--- config.mk ---
export PLATFORM = sky130hd
export DESIGN_NAME = rbm_top
export DESIGN_NICKNAME = d
export VERILOG_FILES = /design/src/verilog/rbm_pkg.sv /design/src/verilog/rbm_energy_accum.sv /design/src/verilog/rbm_hidden_out.sv /design/src/verilog/rbm_stream_loader.sv /design/src/verilog/rbm_top.sv
export SDC_FILE = /design/constraint.sdc
export NUM_CORES = 1
export LEC_CHECK = 0
export ABC_CLOCK_PERIOD_IN_PS = 3500
export BUFFER_PORTS_ARGS = -buffer_cell sky130_fd_sc_hd__buf_4
export CAP_MARGIN = 20
export CORE_ASPECT_RATIO = 0.5
export CORE_UTILIZATION = 56
export CTS_BUF_LIST = sky130_fd_sc_hd__clkbuf_16
export DETAILED_ROUTE_END_ITERATION = 10
export GPL_TIMING_DRIVEN = 0
export PLACE_DENSITY = 0.77
export SKIP_CTS_REPAIR_TIMING = 1
export SLEW_MARGIN = 15
export SYNTH_ARGS = -nofsm -noshare
export SYNTH_HDL_FRONTEND = slang
export SYNTH_SLANG_ARGS = --single-unit
--- constraint.sdc ---
create_clock -name clk -period 3.5 [get_ports clk]
set_input_delay 0 -clock clk [delete_from_list [all_inputs] [get_ports clk]]
set_output_delay 0 -clock clk [all_outputs]
set_load 0.01 [all_outputs]
--- src/verilog/rbm_pkg.sv ---
package rbm_pkg;

  // array limits
  localparam int max_visible = 16;
  localparam int max_hidden  = 8;
  localparam int edge_depth  = max_visible * max_hidden;

  typedef logic        [31:0]                         word_t;
  typedef logic signed [7:0]                          weight_t;
  typedef logic        [$clog2(edge_depth)-1:0]       edge_addr_t;
  typedef logic        [max_visible-1:0]              visible_t;
  typedef logic        [max_hidden-1:0]               hidden_t;
  typedef logic signed [15:0]                         energy_t;
  typedef logic        [$clog2(max_visible+1)-1:0]    vis_count_t;
  typedef logic        [$clog2(max_hidden+1)-1:0]     hid_count_t;

  typedef enum logic {
    load_weights,
    run
  } loader_state_t;

  typedef enum logic [1:0] {
    idle,
    busy,
    hold
  } accum_state_t;

  // hidden-major edge layout
  function automatic edge_addr_t edge_addr(hid_count_t h, vis_count_t v);
    return edge_addr_t'(h * max_visible + v);
  endfunction

endpackage

--- src/verilog/rbm_energy_accum.sv ---
`timescale 1ns/1ps

module rbm_energy_accum import rbm_pkg::*; (
  input  logic       clk,
  input  logic       rst,
  input  logic       edge_wr_en,
  input  edge_addr_t edge_wr_addr,
  input  weight_t    edge_wr_data,
  input  logic       vec_valid,
  input  visible_t   vec_data,
  input  vis_count_t nv,
  input  hid_count_t nh,
  input  logic       hid_ready,
  output logic       vec_ready,
  output logic       hid_valid,
  output hidden_t    hid_data
);

  weight_t      edge_mem [edge_depth];
  accum_state_t state;
  visible_t     vec_reg;
  hidden_t      hid_reg;
  vis_count_t   cnt_v;
  hid_count_t   cnt_h;
  logic         row_end;

  // read pipeline stage
  weight_t      rd_q;
  logic         rd_vld;
  logic         rd_bit;
  logic         rd_last;
  hid_count_t   rd_h;

  energy_t      acc;
  energy_t      sum;

  assign row_end   = (cnt_v == nv - 1'b1);
  assign vec_ready = (state == idle);
  // hold starts with the last read still in flight
  assign hid_valid = (state == hold) && !rd_vld;
  assign hid_data  = hid_reg;

  assign sum = acc + (rd_bit ? energy_t'(rd_q) : energy_t'(0));

  always_ff @(posedge clk) begin
    if (edge_wr_en) begin
      edge_mem[edge_wr_addr] <= edge_wr_data;
    end
    rd_q    <= edge_mem[edge_addr(cnt_h, cnt_v)];
    rd_bit  <= vec_reg[cnt_v[$clog2(max_visible)-1:0]];
    rd_last <= row_end;
    rd_h    <= cnt_h;
  end

  always_ff @(posedge clk) begin
    if (rst) begin
      state  <= idle;
      cnt_v  <= '0;
      cnt_h  <= '0;
      rd_vld <= 1'b0;
      acc    <= '0;
    end else begin
      rd_vld <= (state == busy);
      case (state)
        idle: begin
          if (vec_valid) begin
            vec_reg <= vec_data;
            hid_reg <= '0;
            cnt_v   <= '0;
            cnt_h   <= '0;
            state   <= busy;
          end
        end
        busy: begin
          if (row_end) begin
            cnt_v <= '0;
            if (cnt_h == nh - 1'b1) begin
              state <= hold;
            end else begin
              cnt_h <= cnt_h + 1'b1;
            end
          end else begin
            cnt_v <= cnt_v + 1'b1;
          end
        end
        hold: begin
          if (hid_valid && hid_ready) begin
            state <= idle;
          end
        end
        default: state <= idle;
      endcase

      // strictly positive sign test at the end of each hidden row
      if (rd_vld) begin
        if (rd_last) begin
          hid_reg[rd_h[$clog2(max_hidden)-1:0]] <= (sum > 0);
          acc <= '0;
        end else begin
          acc <= sum;
        end
      end
    end
  end

endmodule

--- src/verilog/rbm_hidden_out.sv ---
`timescale 1ns/1ps

module rbm_hidden_out import rbm_pkg::*; (
  input  logic    clk,
  input  logic    rst,
  input  logic    hid_valid,
  input  hidden_t hid_data,
  input  logic    data_out_ready,
  output logic    hid_ready,
  output logic    data_out_valid,
  output word_t   data_out_data
);

  hidden_t out_reg;
  logic    out_full;

  // refill in the same cycle the old word leaves
  assign hid_ready      = !out_full || data_out_ready;
  assign data_out_valid = out_full;
  assign data_out_data  = word_t'(out_reg);

  always_ff @(posedge clk) begin
    if (hid_valid && hid_ready) begin
      out_reg <= hid_data;
    end
  end

  always_ff @(posedge clk) begin
    if (rst) begin
      out_full <= 1'b0;
    end else if (hid_valid && hid_ready) begin
      out_full <= 1'b1;
    end else if (data_out_ready) begin
      out_full <= 1'b0;
    end
  end

endmodule

--- src/verilog/rbm_stream_loader.sv ---
`timescale 1ns/1ps

module rbm_stream_loader import rbm_pkg::*; (
  input  logic       clk,
  input  logic       rst,
  input  logic       conf_done,
  input  word_t      conf_num_visible,
  input  word_t      conf_num_hidden,
  input  word_t      data_in_data,
  input  logic       data_in_valid,
  input  logic       vec_ready,
  output logic       data_in_ready,
  output logic       edge_wr_en,
  output edge_addr_t edge_wr_addr,
  output weight_t    edge_wr_data,
  output logic       vec_valid,
  output visible_t   vec_data,
  output vis_count_t nv,
  output hid_count_t nh
);

  loader_state_t state;
  vis_count_t    wv;
  hid_count_t    wh;
  logic          wt_take;
  logic          row_end;
  logic          last_wt;
  visible_t      vis_mask;

  // weights are always accepted, vectors only when the accumulator is free
  assign data_in_ready = (state == load_weights) ? 1'b1 : vec_ready;
  assign wt_take       = (state == load_weights) && data_in_valid;
  assign row_end       = (wv == nv - 1'b1);
  assign last_wt       = row_end && (wh == nh - 1'b1);

  assign edge_wr_en   = wt_take;
  assign edge_wr_addr = edge_addr(wh, wv);
  assign edge_wr_data = weight_t'(data_in_data[$bits(weight_t)-1:0]);

  // keep only the low nv bits
  assign vis_mask  = ~(visible_t'('1) << nv);
  assign vec_valid = (state == run) && data_in_valid;
  assign vec_data  = visible_t'(data_in_data[max_visible-1:0]) & vis_mask;

  always_ff @(posedge clk) begin
    if (rst) begin
      state <= load_weights;
      nv    <= vis_count_t'(1);
      nh    <= hid_count_t'(1);
      wv    <= '0;
      wh    <= '0;
    end else if (conf_done) begin
      state <= load_weights;
      wv    <= '0;
      wh    <= '0;
      // clamp into 1..max
      if (conf_num_visible == '0) begin
        nv <= vis_count_t'(1);
      end else if (conf_num_visible > word_t'(max_visible)) begin
        nv <= vis_count_t'(max_visible);
      end else begin
        nv <= vis_count_t'(conf_num_visible);
      end
      if (conf_num_hidden == '0) begin
        nh <= hid_count_t'(1);
      end else if (conf_num_hidden > word_t'(max_hidden)) begin
        nh <= hid_count_t'(max_hidden);
      end else begin
        nh <= hid_count_t'(conf_num_hidden);
      end
    end else if (wt_take) begin
      if (row_end) begin
        wv <= '0;
        if (last_wt) begin
          wh    <= '0;
          state <= run;
        end else begin
          wh <= wh + 1'b1;
        end
      end else begin
        wv <= wv + 1'b1;
      end
    end
  end

endmodule

--- src/verilog/rbm_top.sv ---
`timescale 1ns/1ps

module rbm_top import rbm_pkg::*; (
  input  logic  clk,
  input  logic  rst,
  input  logic  conf_done,
  input  word_t conf_num_visible,
  input  word_t conf_num_hidden,
  input  word_t data_in_data,
  input  logic  data_in_valid,
  output logic  data_in_ready,
  output word_t data_out_data,
  output logic  data_out_valid,
  input  logic  data_out_ready
);

  logic       edge_wr_en;
  edge_addr_t edge_wr_addr;
  weight_t    edge_wr_data;
  logic       vec_valid;
  logic       vec_ready;
  visible_t   vec_data;
  vis_count_t nv;
  hid_count_t nh;
  logic       hid_valid;
  logic       hid_ready;
  hidden_t    hid_data;

  rbm_stream_loader u_loader (
    .clk              (clk),
    .rst              (rst),
    .conf_done        (conf_done),
    .conf_num_visible (conf_num_visible),
    .conf_num_hidden  (conf_num_hidden),
    .data_in_data     (data_in_data),
    .data_in_valid    (data_in_valid),
    .vec_ready        (vec_ready),
    .data_in_ready    (data_in_ready),
    .edge_wr_en       (edge_wr_en),
    .edge_wr_addr     (edge_wr_addr),
    .edge_wr_data     (edge_wr_data),
    .vec_valid        (vec_valid),
    .vec_data         (vec_data),
    .nv               (nv),
    .nh               (nh)
  );

  rbm_energy_accum u_accum (
    .clk          (clk),
    .rst          (rst),
    .edge_wr_en   (edge_wr_en),
    .edge_wr_addr (edge_wr_addr),
    .edge_wr_data (edge_wr_data),
    .vec_valid    (vec_valid),
    .vec_data     (vec_data),
    .nv           (nv),
    .nh           (nh),
    .hid_ready    (hid_ready),
    .vec_ready    (vec_ready),
    .hid_valid    (hid_valid),
    .hid_data     (hid_data)
  );

  rbm_hidden_out u_out (
    .clk            (clk),
    .rst            (rst),
    .hid_valid      (hid_valid),
    .hid_data       (hid_data),
    .data_out_ready (data_out_ready),
    .hid_ready      (hid_ready),
    .data_out_valid (data_out_valid),
    .data_out_data  (data_out_data)
  );

endmodule
==> results of run 1 <==
==> how the worst min path moves through the flow <==
stage / slack [ns] / start / to / cells after the start
2_1_floorplan: 0.1 / data_in_data[0] / u_accum.edge_mem[0][0] / 0
3_5_place_dp: 0.21 / conf_num_visible[1] / u_loader.nv[1] / 3
6_report: -0.07 / data_in_data[1] / u_accum.edge_mem[74][1] / 1
4_1_cts: -0.48 / conf_num_visible[1] / u_loader.nv[1] / 3
5_1_grt: 0.00009 / data_in_data[1] / u_accum.edge_mem[78][1] / 1
3_3_place_gp: 0.21 / conf_num_hidden[1] / u_loader.nh[1] / 3
==> Yosys cell counts, types with 15 or more instances <==
master    instances
inv_1            15
ha_1             21
clkbuf_1         79
nand2_1          55
xnor2_1          26
dfxtp_1          61
and2_1           15
nor4_1           17
nor2_1          199
buf_2            31
nor3_1           16
edfxtp_1       1056
mux4_2          341
nand3_1          23
xor2_1           16
buf_4            24
o21ai_0          18
a21oi_1          21
==> where the power goes <==
part           internal, uW  leakage [uW]  switching, uW  total, uW
logic                   208       0.00419            402        610
registers             14600        0.0100           14.1      14600
clock network          6000       0.00160           4810      10800
==> per-stage QoR <==
step                setup TNS, ns  util (%)  setup WS [ns]  std cells  hold slack [ns]
finish                  -0.000171      65.0      -0.000171       3573          -0.0720
global route               -0.297      64.9        -0.0420       3571        0.0000911
CTS                        -13.91      64.1          -1.33       3523           -0.476
detailed placement         -13.11      60.1          -1.25       3350            0.214
global placement           -12.51      59.9          -1.23       3344            0.211
floorplan                       0         -         0.0763       2215           0.0989
==> critical path: stages (launching register included) <==
cell and delay (ns):
dfxtp_1 0.36, clkbuf_2 0.45, clkbuf_1 0.70, mux4_2 0.44, mux4_2 0.61, mux4_2 0.53, mux2_2 0.30
==> area by class of cell <==
type	count	area (um2)
fill	4911	27400
clock inverter	76	702
timing repair buffer	147	1290
sequential	1117	32900
tap	1036	1300
buffer	142	795
multi-input combinational	941	11300
clock buffer	97	2430
antenna	2	5.00
inverter	15	56.3
==> cell usage in the layout (no fill, tap or decap), types with 20 or more instances in the layout <==
cell type      instances
nand2_1               55
clkinv_1              21
clkbuf_16             97
edfxtp_1            1056
dfxtp_1               60
inv_1                 35
xnor2_1               25
a21oi_1               20
ha_1                  20
nand3_1               23
dlygate4sd3_1         38
nor2_1               198
clkbuf_1              60
buf_4                131
mux4_2               341
conb_1                24
==> metal layers <==
| metal | track usage, % | part of all wire (%) | up-vias |
|---|---|---|---|
| met3 | 8.33 | 13 | 246 |
| li1 | - | - | 9501 |
| met1 | 38.1 | 37 | 12205 |
| met4 | 9.13 | 3.5 | 4 |
| met2 | 41.7 | 47 | 1594 |
| met5 | 0 | 0.13 | - |
==> cell families after synthesis <==
logic type               count (synthesis)
AO/OA/AOI/OAI                          109
other                                    1
flip-flops                            1117
XOR/XNOR                                45
multiplexers                           355
AND/OR/NAND/NOR                        386
buffers and inverters                  157
adder cells (fa/ha/maj)                 22
==> impl_metrics.csv, run 1 <==
group,metric,value,unit
sta,fin_crit_sh,100,%
cts,path_clk_slew,0.07,ns
yosys,synth-seq-cells,1117,
drt,via_count,23550,
yosys,netlist_area,44700,um2
sta,clock-skew-final,0.0168,ns
yosys,synth_compound_area_share,1.71,%
drt,wl_per_cell,31.1,um
cells_and_area,areaGrowthSynthToFinish,13.5,%
critical_path,worst_setup_path_start_kind,"flip-flop",
cts,clk_latency,0.67,ns
yosys,yosys.area_share.simple,3.96,%
place,dp_hpwl,68000,um
yosys,syn_inst,2192,
cells_and_area,largest_reg_flops,1024,
cts,htreeDepth,3,
min_path,hold_class,"input port to flip-flop",
drt,drt_first_pass_iters,8,
critical_path,r2r_start,"u_accum.cnt_v[1]",
cts,clock_path_buffers,3,
sta,slew_headroom,13.2,%
floorplanning,fp-row-count,72,
drt,wirelength,111000,um
cells_and_area,finalInstanceArea,50800,um2
yosys,synth_area_leaders,"edfxtp_1, mux4_2, dfxtp_1",
drt,drtIter0Drc,3261,
sta,grt_setup_unrepaired,"yes",
drt,ant_nets,0,
pwr,power_density,513,nW/um2
pwr,power,26100,uW
place,port_buffers,93,
sta,holdWs,-0.0720,ns
floorplanning,die_area,81100,um2
outcome,status,"finished with violations",
floorplanning,core_area,78200,um2
sta,slew_violations,0,
sta,fmax,0.286,GHz
critical_path,critPathCaptureType,"flip-flop",
critical_path,critPathRequiredTime,4.05,ns
grt,antenna_found_initial,3,
drt,route.detailed.drc,0,
floorplanning,die-height,202,um
yosys,yosysUniqueCellTypes,67,
critical_path,crit_type,"flip-flop to flip-flop",
yosys,async_flop_share,0,%
critical_path,r2r_cells,6,
yosys,yosysSeqAreaShare,73.6,%
critical_path,cp.arrival,4.05,ns
cells_and_area,fin_nets,2581,
yosys,ys.warnings.count,0,
grt,grt_max_degree,130,
yosys,muxShareOfSynthArea,17.5,%
run,max_cap_viol_count,0,
yosys,synth_edf_count,1056,
sta,worstMarginPinSlew,1.30,ns
critical_path,timing.rr.end,"u_accum.rd_q[5]",
pwr,leakage,0.0158,uW
cts,numCtsBuffers,94,
cts,clockRootBuffer,"clkbuf_16",
pwr,worst_ir_drop_vdd,0.363,mV
cts,clkSinkCount,1117,
critical_path,endpoint,"u_accum.rd_q[5]",
floorplanning,ios,135,
floorplanning,initial_utilization,57.2,%
critical_path,startpoint,"u_accum.cnt_v[1]",
yosys,synth_top_family_by_area,"multiplexers",
yosys,yosysTopAreaCell,"edfxtp_1",
sta,fin_crit,3.50,ns
grt,gr-total-overflow,0,
critical_path,cp_max_fo,10,
place,gp_congestion,0.901,
sta,hold_viol_final,26,
grt,grt_pass1_vias,23218,
floorplanning,die_w,402,um
place,place_area,47000,um2
cts,tritoncts,"done",
grt,grt_pass1_wl,159000,um
outcome,violations,"negative hold slack, negative setup slack",
yosys,synth_area_per_cell,20.4,um2
cells_and_area,drive_gt1_share,27.4,%
yosys,synthAdderAreaFrac,0.632,%
sta,layout_setup_ws,-0.000171,ns
yosys,synth_flop_cell,"edfxtp_1",
sta,setup_violations,1,
yosys,yosysTopAreaCellShare,70.9,%
grt,grt_usage,27.3,%
critical_path,worst-r2r-setup-slack,-0.0002,ns
yosys,synth_xor_xnor_area_share,0.973,%
drt,routed_via_density,6.59,
Power figures use the tool's default switching activity.
==> run 2, diff against run 1 <==
--- a/config.mk
+++ b/config.mk
@@ -14,6 +14,7 @@
 export DETAILED_ROUTE_END_ITERATION = 10
 export GPL_TIMING_DRIVEN = 0
 export PLACE_DENSITY = 0.77
+export REMOVE_ABC_BUFFERS = 1
 export SKIP_CTS_REPAIR_TIMING = 1
 export SLEW_MARGIN = 15
 export SYNTH_ARGS = -nofsm -noshare
==> run 2 against run 1 <==
Net effect:
- the flow still finishes with violations (negative hold slack, negative setup slack)
- hold slack improved by 0.045 ns
- combinational power down 7.7%
- register-to-register slack got worse by 0.06 ns
- critical endpoint is now u_accum.rd_q[4]
==> impl_metrics.csv, run 2 (same netlist as run 1, synthesis figures left out) <==
group,metric,value,unit
outcome,status,"finished with violations",
outcome,violations,"negative hold slack, negative setup slack",
cells_and_area,finalInstanceArea,50500,um2
cts,clkSinkCount,1117,
critical_path,critPathRequiredTime,4.06,ns
sta,slew_headroom,25.2,%
critical_path,r2r_cells,7,
cells_and_area,fin_nets,2469,
cells_and_area,areaGrowthSynthToFinish,12.9,%
min_path,hold_class,"input port to flip-flop",
sta,worstMarginPinSlew,1.12,ns
floorplanning,ios,135,
drt,ant_nets,0,
sta,fin_crit_sh,102,%
cts,tritoncts,"done",
floorplanning,fp-row-count,72,
critical_path,critPathCaptureType,"flip-flop",
grt,grt_max_degree,130,
grt,grt_usage,26.0,%
cts,htreeDepth,3,
sta,layout_setup_ws,-0.0576,ns
drt,wl_per_cell,31.4,um
floorplanning,die-height,202,um
grt,grt_pass1_vias,22632,
critical_path,crit_type,"flip-flop to flip-flop",
critical_path,worst_setup_path_start_kind,"flip-flop",
critical_path,worst-r2r-setup-slack,-0.06,ns
cells_and_area,largest_reg_flops,1024,
critical_path,r2r_start,"u_accum.cnt_v[1]",
cells_and_area,final_cells,3458,
drt,wirelength,108000,um
cts,path_clk_slew,0.07,ns
drt,via_count,23048,
place,dp_cells,3229,
cts,clock_path_buffers,3,
critical_path,endpoint,"u_accum.rd_q[4]",
critical_path,slowest_delay,0.65,ns
cts,numCtsBuffers,95,
pwr,leakage,0.0156,uW
cells_and_area,final_util,64.6,%
sta,tns,-0.0576,ns
critical_path,cp.arrival,4.12,ns
cts,clockRootBuffer,"clkbuf_16",
sta,setup_violations,1,
floorplanning,die_area,81100,um2
critical_path,cp_max_fo,49,
cells_and_area,layout_commonest_cell,"edfxtp_1",
drt,drtIter0Drc,2939,
critical_path,cpMostUsedCell,"mux4_2",
run,max_cap_viol_count,0,
cts,clk_latency,0.68,ns
sta,fmax,0.281,GHz
sta,slew_violations,0,
cells_and_area,fillers,4859,
cells_and_area,diodes,0,
sta,clock-skew-final,0.0240,ns
place,place_area,46900,um2
grt,gr-total-overflow,0,
floorplanning,core_area,78200,um2
cells_and_area,drive_gt1_share,27.0,%
grt,antenna_found_initial,6,
pwr,worst_ir_drop_vdd,0.391,mV
sta,hold_viol_final,72,
critical_path,startpoint,"u_accum.cnt_v[1]",
floorplanning,die_w,402,um
grt,grt_pass1_wl,152000,um
critical_path,timing.rr.end,"u_accum.rd_q[4]",
place,dp_hpwl,58000,um
drt,routed_via_density,6.67,
critical_path,crit_chain,"buf_12 -> buf_16 -> buf_16 -> mux4_2 -> mux4_2 -> mux4_2 -> mux2_2",
drt,drt_first_pass_iters,9,
place,gp_congestion,0.836,
sta,holdWs,-0.0271,ns
place,port_buffers,94,
pwr,power_density,504,nW/um2
sta,fin_crit,3.56,ns
critical_path,cp_slowest_cell,"mux4_2",
drt,route.detailed.drc,0,
cells_and_area,mostFrequentLayoutCells,"edfxtp_1, mux4_2, nor2_1, clkbuf_16, buf_4",
floorplanning,initial_utilization,57.2,%
## run 2: area by class of cell
cell class                 instances  area [um2]  share of cell area (%)
sequential                      1117       33000                    65.2
multi-input combinational        941       11300                    22.4
tap                             1036        1300                    2.57
clock inverter                    74         459                   0.909
clock buffer                      99        2480                    4.90
timing repair buffer             176        1980                    3.92
inverter                          15        56.3                   0.111
## run 2: worst min path at each step
stage / start / end / slack (ns) / cells after the start
floorplan: rst / u_accum.acc[7] / 0.07 / 1
global placement: conf_num_hidden[1] / u_loader.nh[1] / 0.21 / 3
detailed placement: conf_num_hidden[1] / u_loader.nh[1] / 0.22 / 3
CTS: conf_num_visible[2] / u_loader.nv[2] / -0.47 / 3
global route: data_in_data[3] / u_accum.edge_mem[127][3] / -0.02 / 1
finish: data_in_data[7] / u_accum.edge_mem[14][7] / -0.03 / 1
## run 2: where the power goes
part	leakage, uW	internal [uW]	switching, uW
Combinational	0.00402	186	377
Clock	0.00153	5480	4790
Sequential	0.0100	14600	24.1
Total	0.0156	20300	5190
## run 2: metrics by stage
stage	setup WS, ns	hold WS [ns]	power, uW
5_1_grt	-0.0725	-0.0214	26000
2_1_floorplan	-9.17	0.0691	15100
3_3_place_gp	-13.93	0.214	15400
3_5_place_dp	-0.673	0.222	15500
4_1_cts	-0.689	-0.468	25400
6_report	-0.0576	-0.0271	25500
## run 2: critical path, delay by kind of cell (launching register included)
family | cells | cell delay (ns)
buffers and inverters | 3 | 0.83
DFF | 1 | 0.53
muxes | 4 | 2.00
## run 2: metal layers
layer | wire [um] | global-route usage (%) | part of all wire (%) | vias up
li1 | - | - | - | 9273
met1 | 39400 | 34.8 | 36 | 11902
met2 | 52700 | 41.2 | 49 | 1637
met3 | 13200 | 8.29 | 12 | 232
met4 | 3150 | 8.00 | 2.9 | 4
met5 | 26 | 0 | 0.024 | -
==> run 3, diff against run 2 <==
--- a/config.mk
+++ b/config.mk
@@ -6,7 +6,7 @@
 export NUM_CORES = 1
 export LEC_CHECK = 0
 export ABC_CLOCK_PERIOD_IN_PS = 3500
-export BUFFER_PORTS_ARGS = -buffer_cell sky130_fd_sc_hd__buf_4
+export BUFFER_PORTS_ARGS = -buffer_cell sky130_fd_sc_hd__buf_2
 export CAP_MARGIN = 20
 export CORE_ASPECT_RATIO = 0.5
 export CORE_UTILIZATION = 56
==> run 3 against run 2 <==
Net effect:
- the run now ends clean
- via count rose by 0.54%
- combinational power rose by 2%
- count of clock-buffer cells in the layout fell by 1
- routed wire length fell by 1.4%
- largest power group unchanged
- highest routed layer unchanged
- non-clock buffer count rose by 17
==> impl_metrics.csv, run 3 (same netlist as run 1, synthesis figures left out) <==
group,metric,value,unit
outcome,status,"finished clean",
cells_and_area,fin_nets,2484,
sta,slew_headroom,26.5,%
critical_path,startpoint,"u_accum.cnt_v[1]",
floorplanning,fp-row-count,72,
cells_and_area,final_util,64.7,%
sta,fmax,0.291,GHz
cells_and_area,areaGrowthSynthToFinish,13.1,%
floorplanning,die_area,81100,um2
drt,wl_per_cell,30.8,um
critical_path,worst_setup_path_start_kind,"flip-flop",
critical_path,cp.arrival,3.98,ns
drt,ant_nets,0,
sta,hold_viol_final,0,
min_path,holdPathEnd,"u_loader.nv[3]",
cts,clk_latency,0.68,ns
grt,grt_pass1_wl,151000,um
grt,gr-total-overflow,0,
sta,setup_violations,0,
sta,layout_setup_ws,0.0663,ns
min_path,hp-start,"conf_num_visible[6]",
floorplanning,ios,135,
cts,numCtsBuffers,93,
drt,via_count,23172,
sta,tns,0,ns
place,gp_congestion,0.834,
floorplanning,core_area,78200,um2
min_path,hold_class,"input port to flip-flop",
cts,clkSinkCount,1117,
critical_path,critPathCaptureType,"flip-flop",
sta,slew_violations,0,
floorplanning,die_w,402,um
drt,drt_first_pass_iters,7,
cells_and_area,layout_commonest_cell,"edfxtp_1",
drt,route.detailed.drc,0,
critical_path,timing.rr.end,"u_accum.rd_q[5]",
pwr,switchingPower,5240,uW
cells_and_area,largest_reg_flops,1024,
grt,grt_usage,25.7,%
pwr,switching_share,20.4,%
min_path,holdPathStages,6,
cts,tritoncts,"done",
sta,fin_crit,3.43,ns
run,max_cap_viol_count,0,
critical_path,r2r_cells,6,
place,port_buffers,94,
cts,clock_path_buffers,3,
cts,clockRootBuffer,"clkbuf_16",
pwr,comb_power_share,2.2,%
cells_and_area,mostFrequentLayoutCells,"edfxtp_1, mux4_2, nor2_1, clkbuf_16, buf_2",
pwr,p_clk_share,40.6,%
floorplanning,die-height,202,um
sta,fin_crit_sh,98.1,%
pwr,worst_ir_drop_vdd,0.360,mV
grt,antenna_found_initial,3,
place,dp_hpwl,58900,um
drt,drtIter0Drc,2983,
grt,grt_max_degree,111,
critical_path,cp_max_fo,50,
critical_path,worst-r2r-setup-slack,0.07,ns
cells_and_area,diodes,0,
floorplanning,initial_utilization,57.2,%
cts,htreeDepth,3,
sta,worstMarginPinSlew,1.10,ns
drt,wirelength,107000,um
cts,path_clk_slew,0.06,ns
pwr,leakage,0.0156,uW
critical_path,r2r_start,"u_accum.cnt_v[1]",
sta,clock-skew-final,0.0297,ns
pwr,sequentialPowerShare,57.1,%
place,place_ws,-0.665,ns
grt,grt_pass1_vias,22631,
pwr,p_int,20400,uW
cells_and_area,drive_gt1_share,27.4,%
pwr,power_density,506,nW/um2
critical_path,critPathRequiredTime,4.05,ns
critical_path,crit_type,"flip-flop to flip-flop",
drt,routed_via_density,6.67,
## run 3: cell types whose count changed in the layout (fill, tap and decap cells not counted), moves of 2 or more
cell / delta
clkinv_1: -5
buf_12: -2
clkinv_2: -5
buf_4: -79
bufinv_16: +2
clkinvlp_4: +6
dlygate4sd3_1: +4
buf_2: +86
buf_16: +6
## run 3: per-stage QoR
stage,power [uW],cells,hold slack (ns),cell area (um2)
3_5_place_dp,15500,3235,0.242,46800
3_3_place_gp,15400,3203,0.227,45900
4_1_cts,25600,3407,-0.457,49800
2_1_floorplan,15100,2073,0.0691,44200
6_report,25600,3474,0.0812,50600
5_1_grt,26200,3474,0.101,50600
## run 3: worst max-delay path by stage
stage	end	slack, ns	cells past startpoint
floorplan	u_accum.rd_q[0]	-9.17	4
global placement	u_accum.rd_q[0]	-13.90	4
detailed placement	u_accum.rd_q[5]	-0.67	8
CTS	u_accum.rd_q[5]	-0.73	8
global route	u_accum.hid_data[0]	-0.003	11
finish	u_accum.rd_q[5]	0.07	6
## run 3: area by class of cell
class	instances	area [um2]
Tap cell	1036	1300
Inverter	15	56.3
Clock buffer	98	2450
Fill cell	4836	27600
Clock inverter	74	544
Multi-Input combinational cell	941	11300
Sequential cell	1117	33000
Timing Repair Buffer	193	2040
## run 3: routing by layer
| metal | global-route usage [%] | up-vias | share of wire (%) | wire [um] |
|---|---|---|---|---|
| li1 | - | 9316 | - | - |
| met1 | 36.7 | 11970 | 38 | 40200 |
| met2 | 40.7 | 1655 | 48 | 51300 |
| met3 | 6.14 | 227 | 11 | 12200 |
| met4 | 6.19 | 4 | 3.0 | 3200 |
| met5 | 0 | - | 0.021 | 22 |
## run 3: critical path, cell delays in order (launching register included)
cell and delay (ns):
dfxtp_4 0.71, buf_16 0.36, buf_16 0.31, mux4_2 0.40, mux4_2 0.58, mux4_2 0.56, mux2_2 0.32
## run 3: power by group through the flow
| stage | Combinational (uW) | Clock (uW) | Sequential (uW) |
|---|---|---|---|
| 6_report | 575 | 10400 | 14600 |
| 5_1_grt | 604 | 10900 | 14600 |
| 4_1_cts | 532 | 10400 | 14600 |
| 3_5_place_dp | 529 | 0 | 14900 |
| 3_3_place_gp | 472 | 0 | 15000 |
| 2_1_floorplan | 172 | 0 | 14900 |
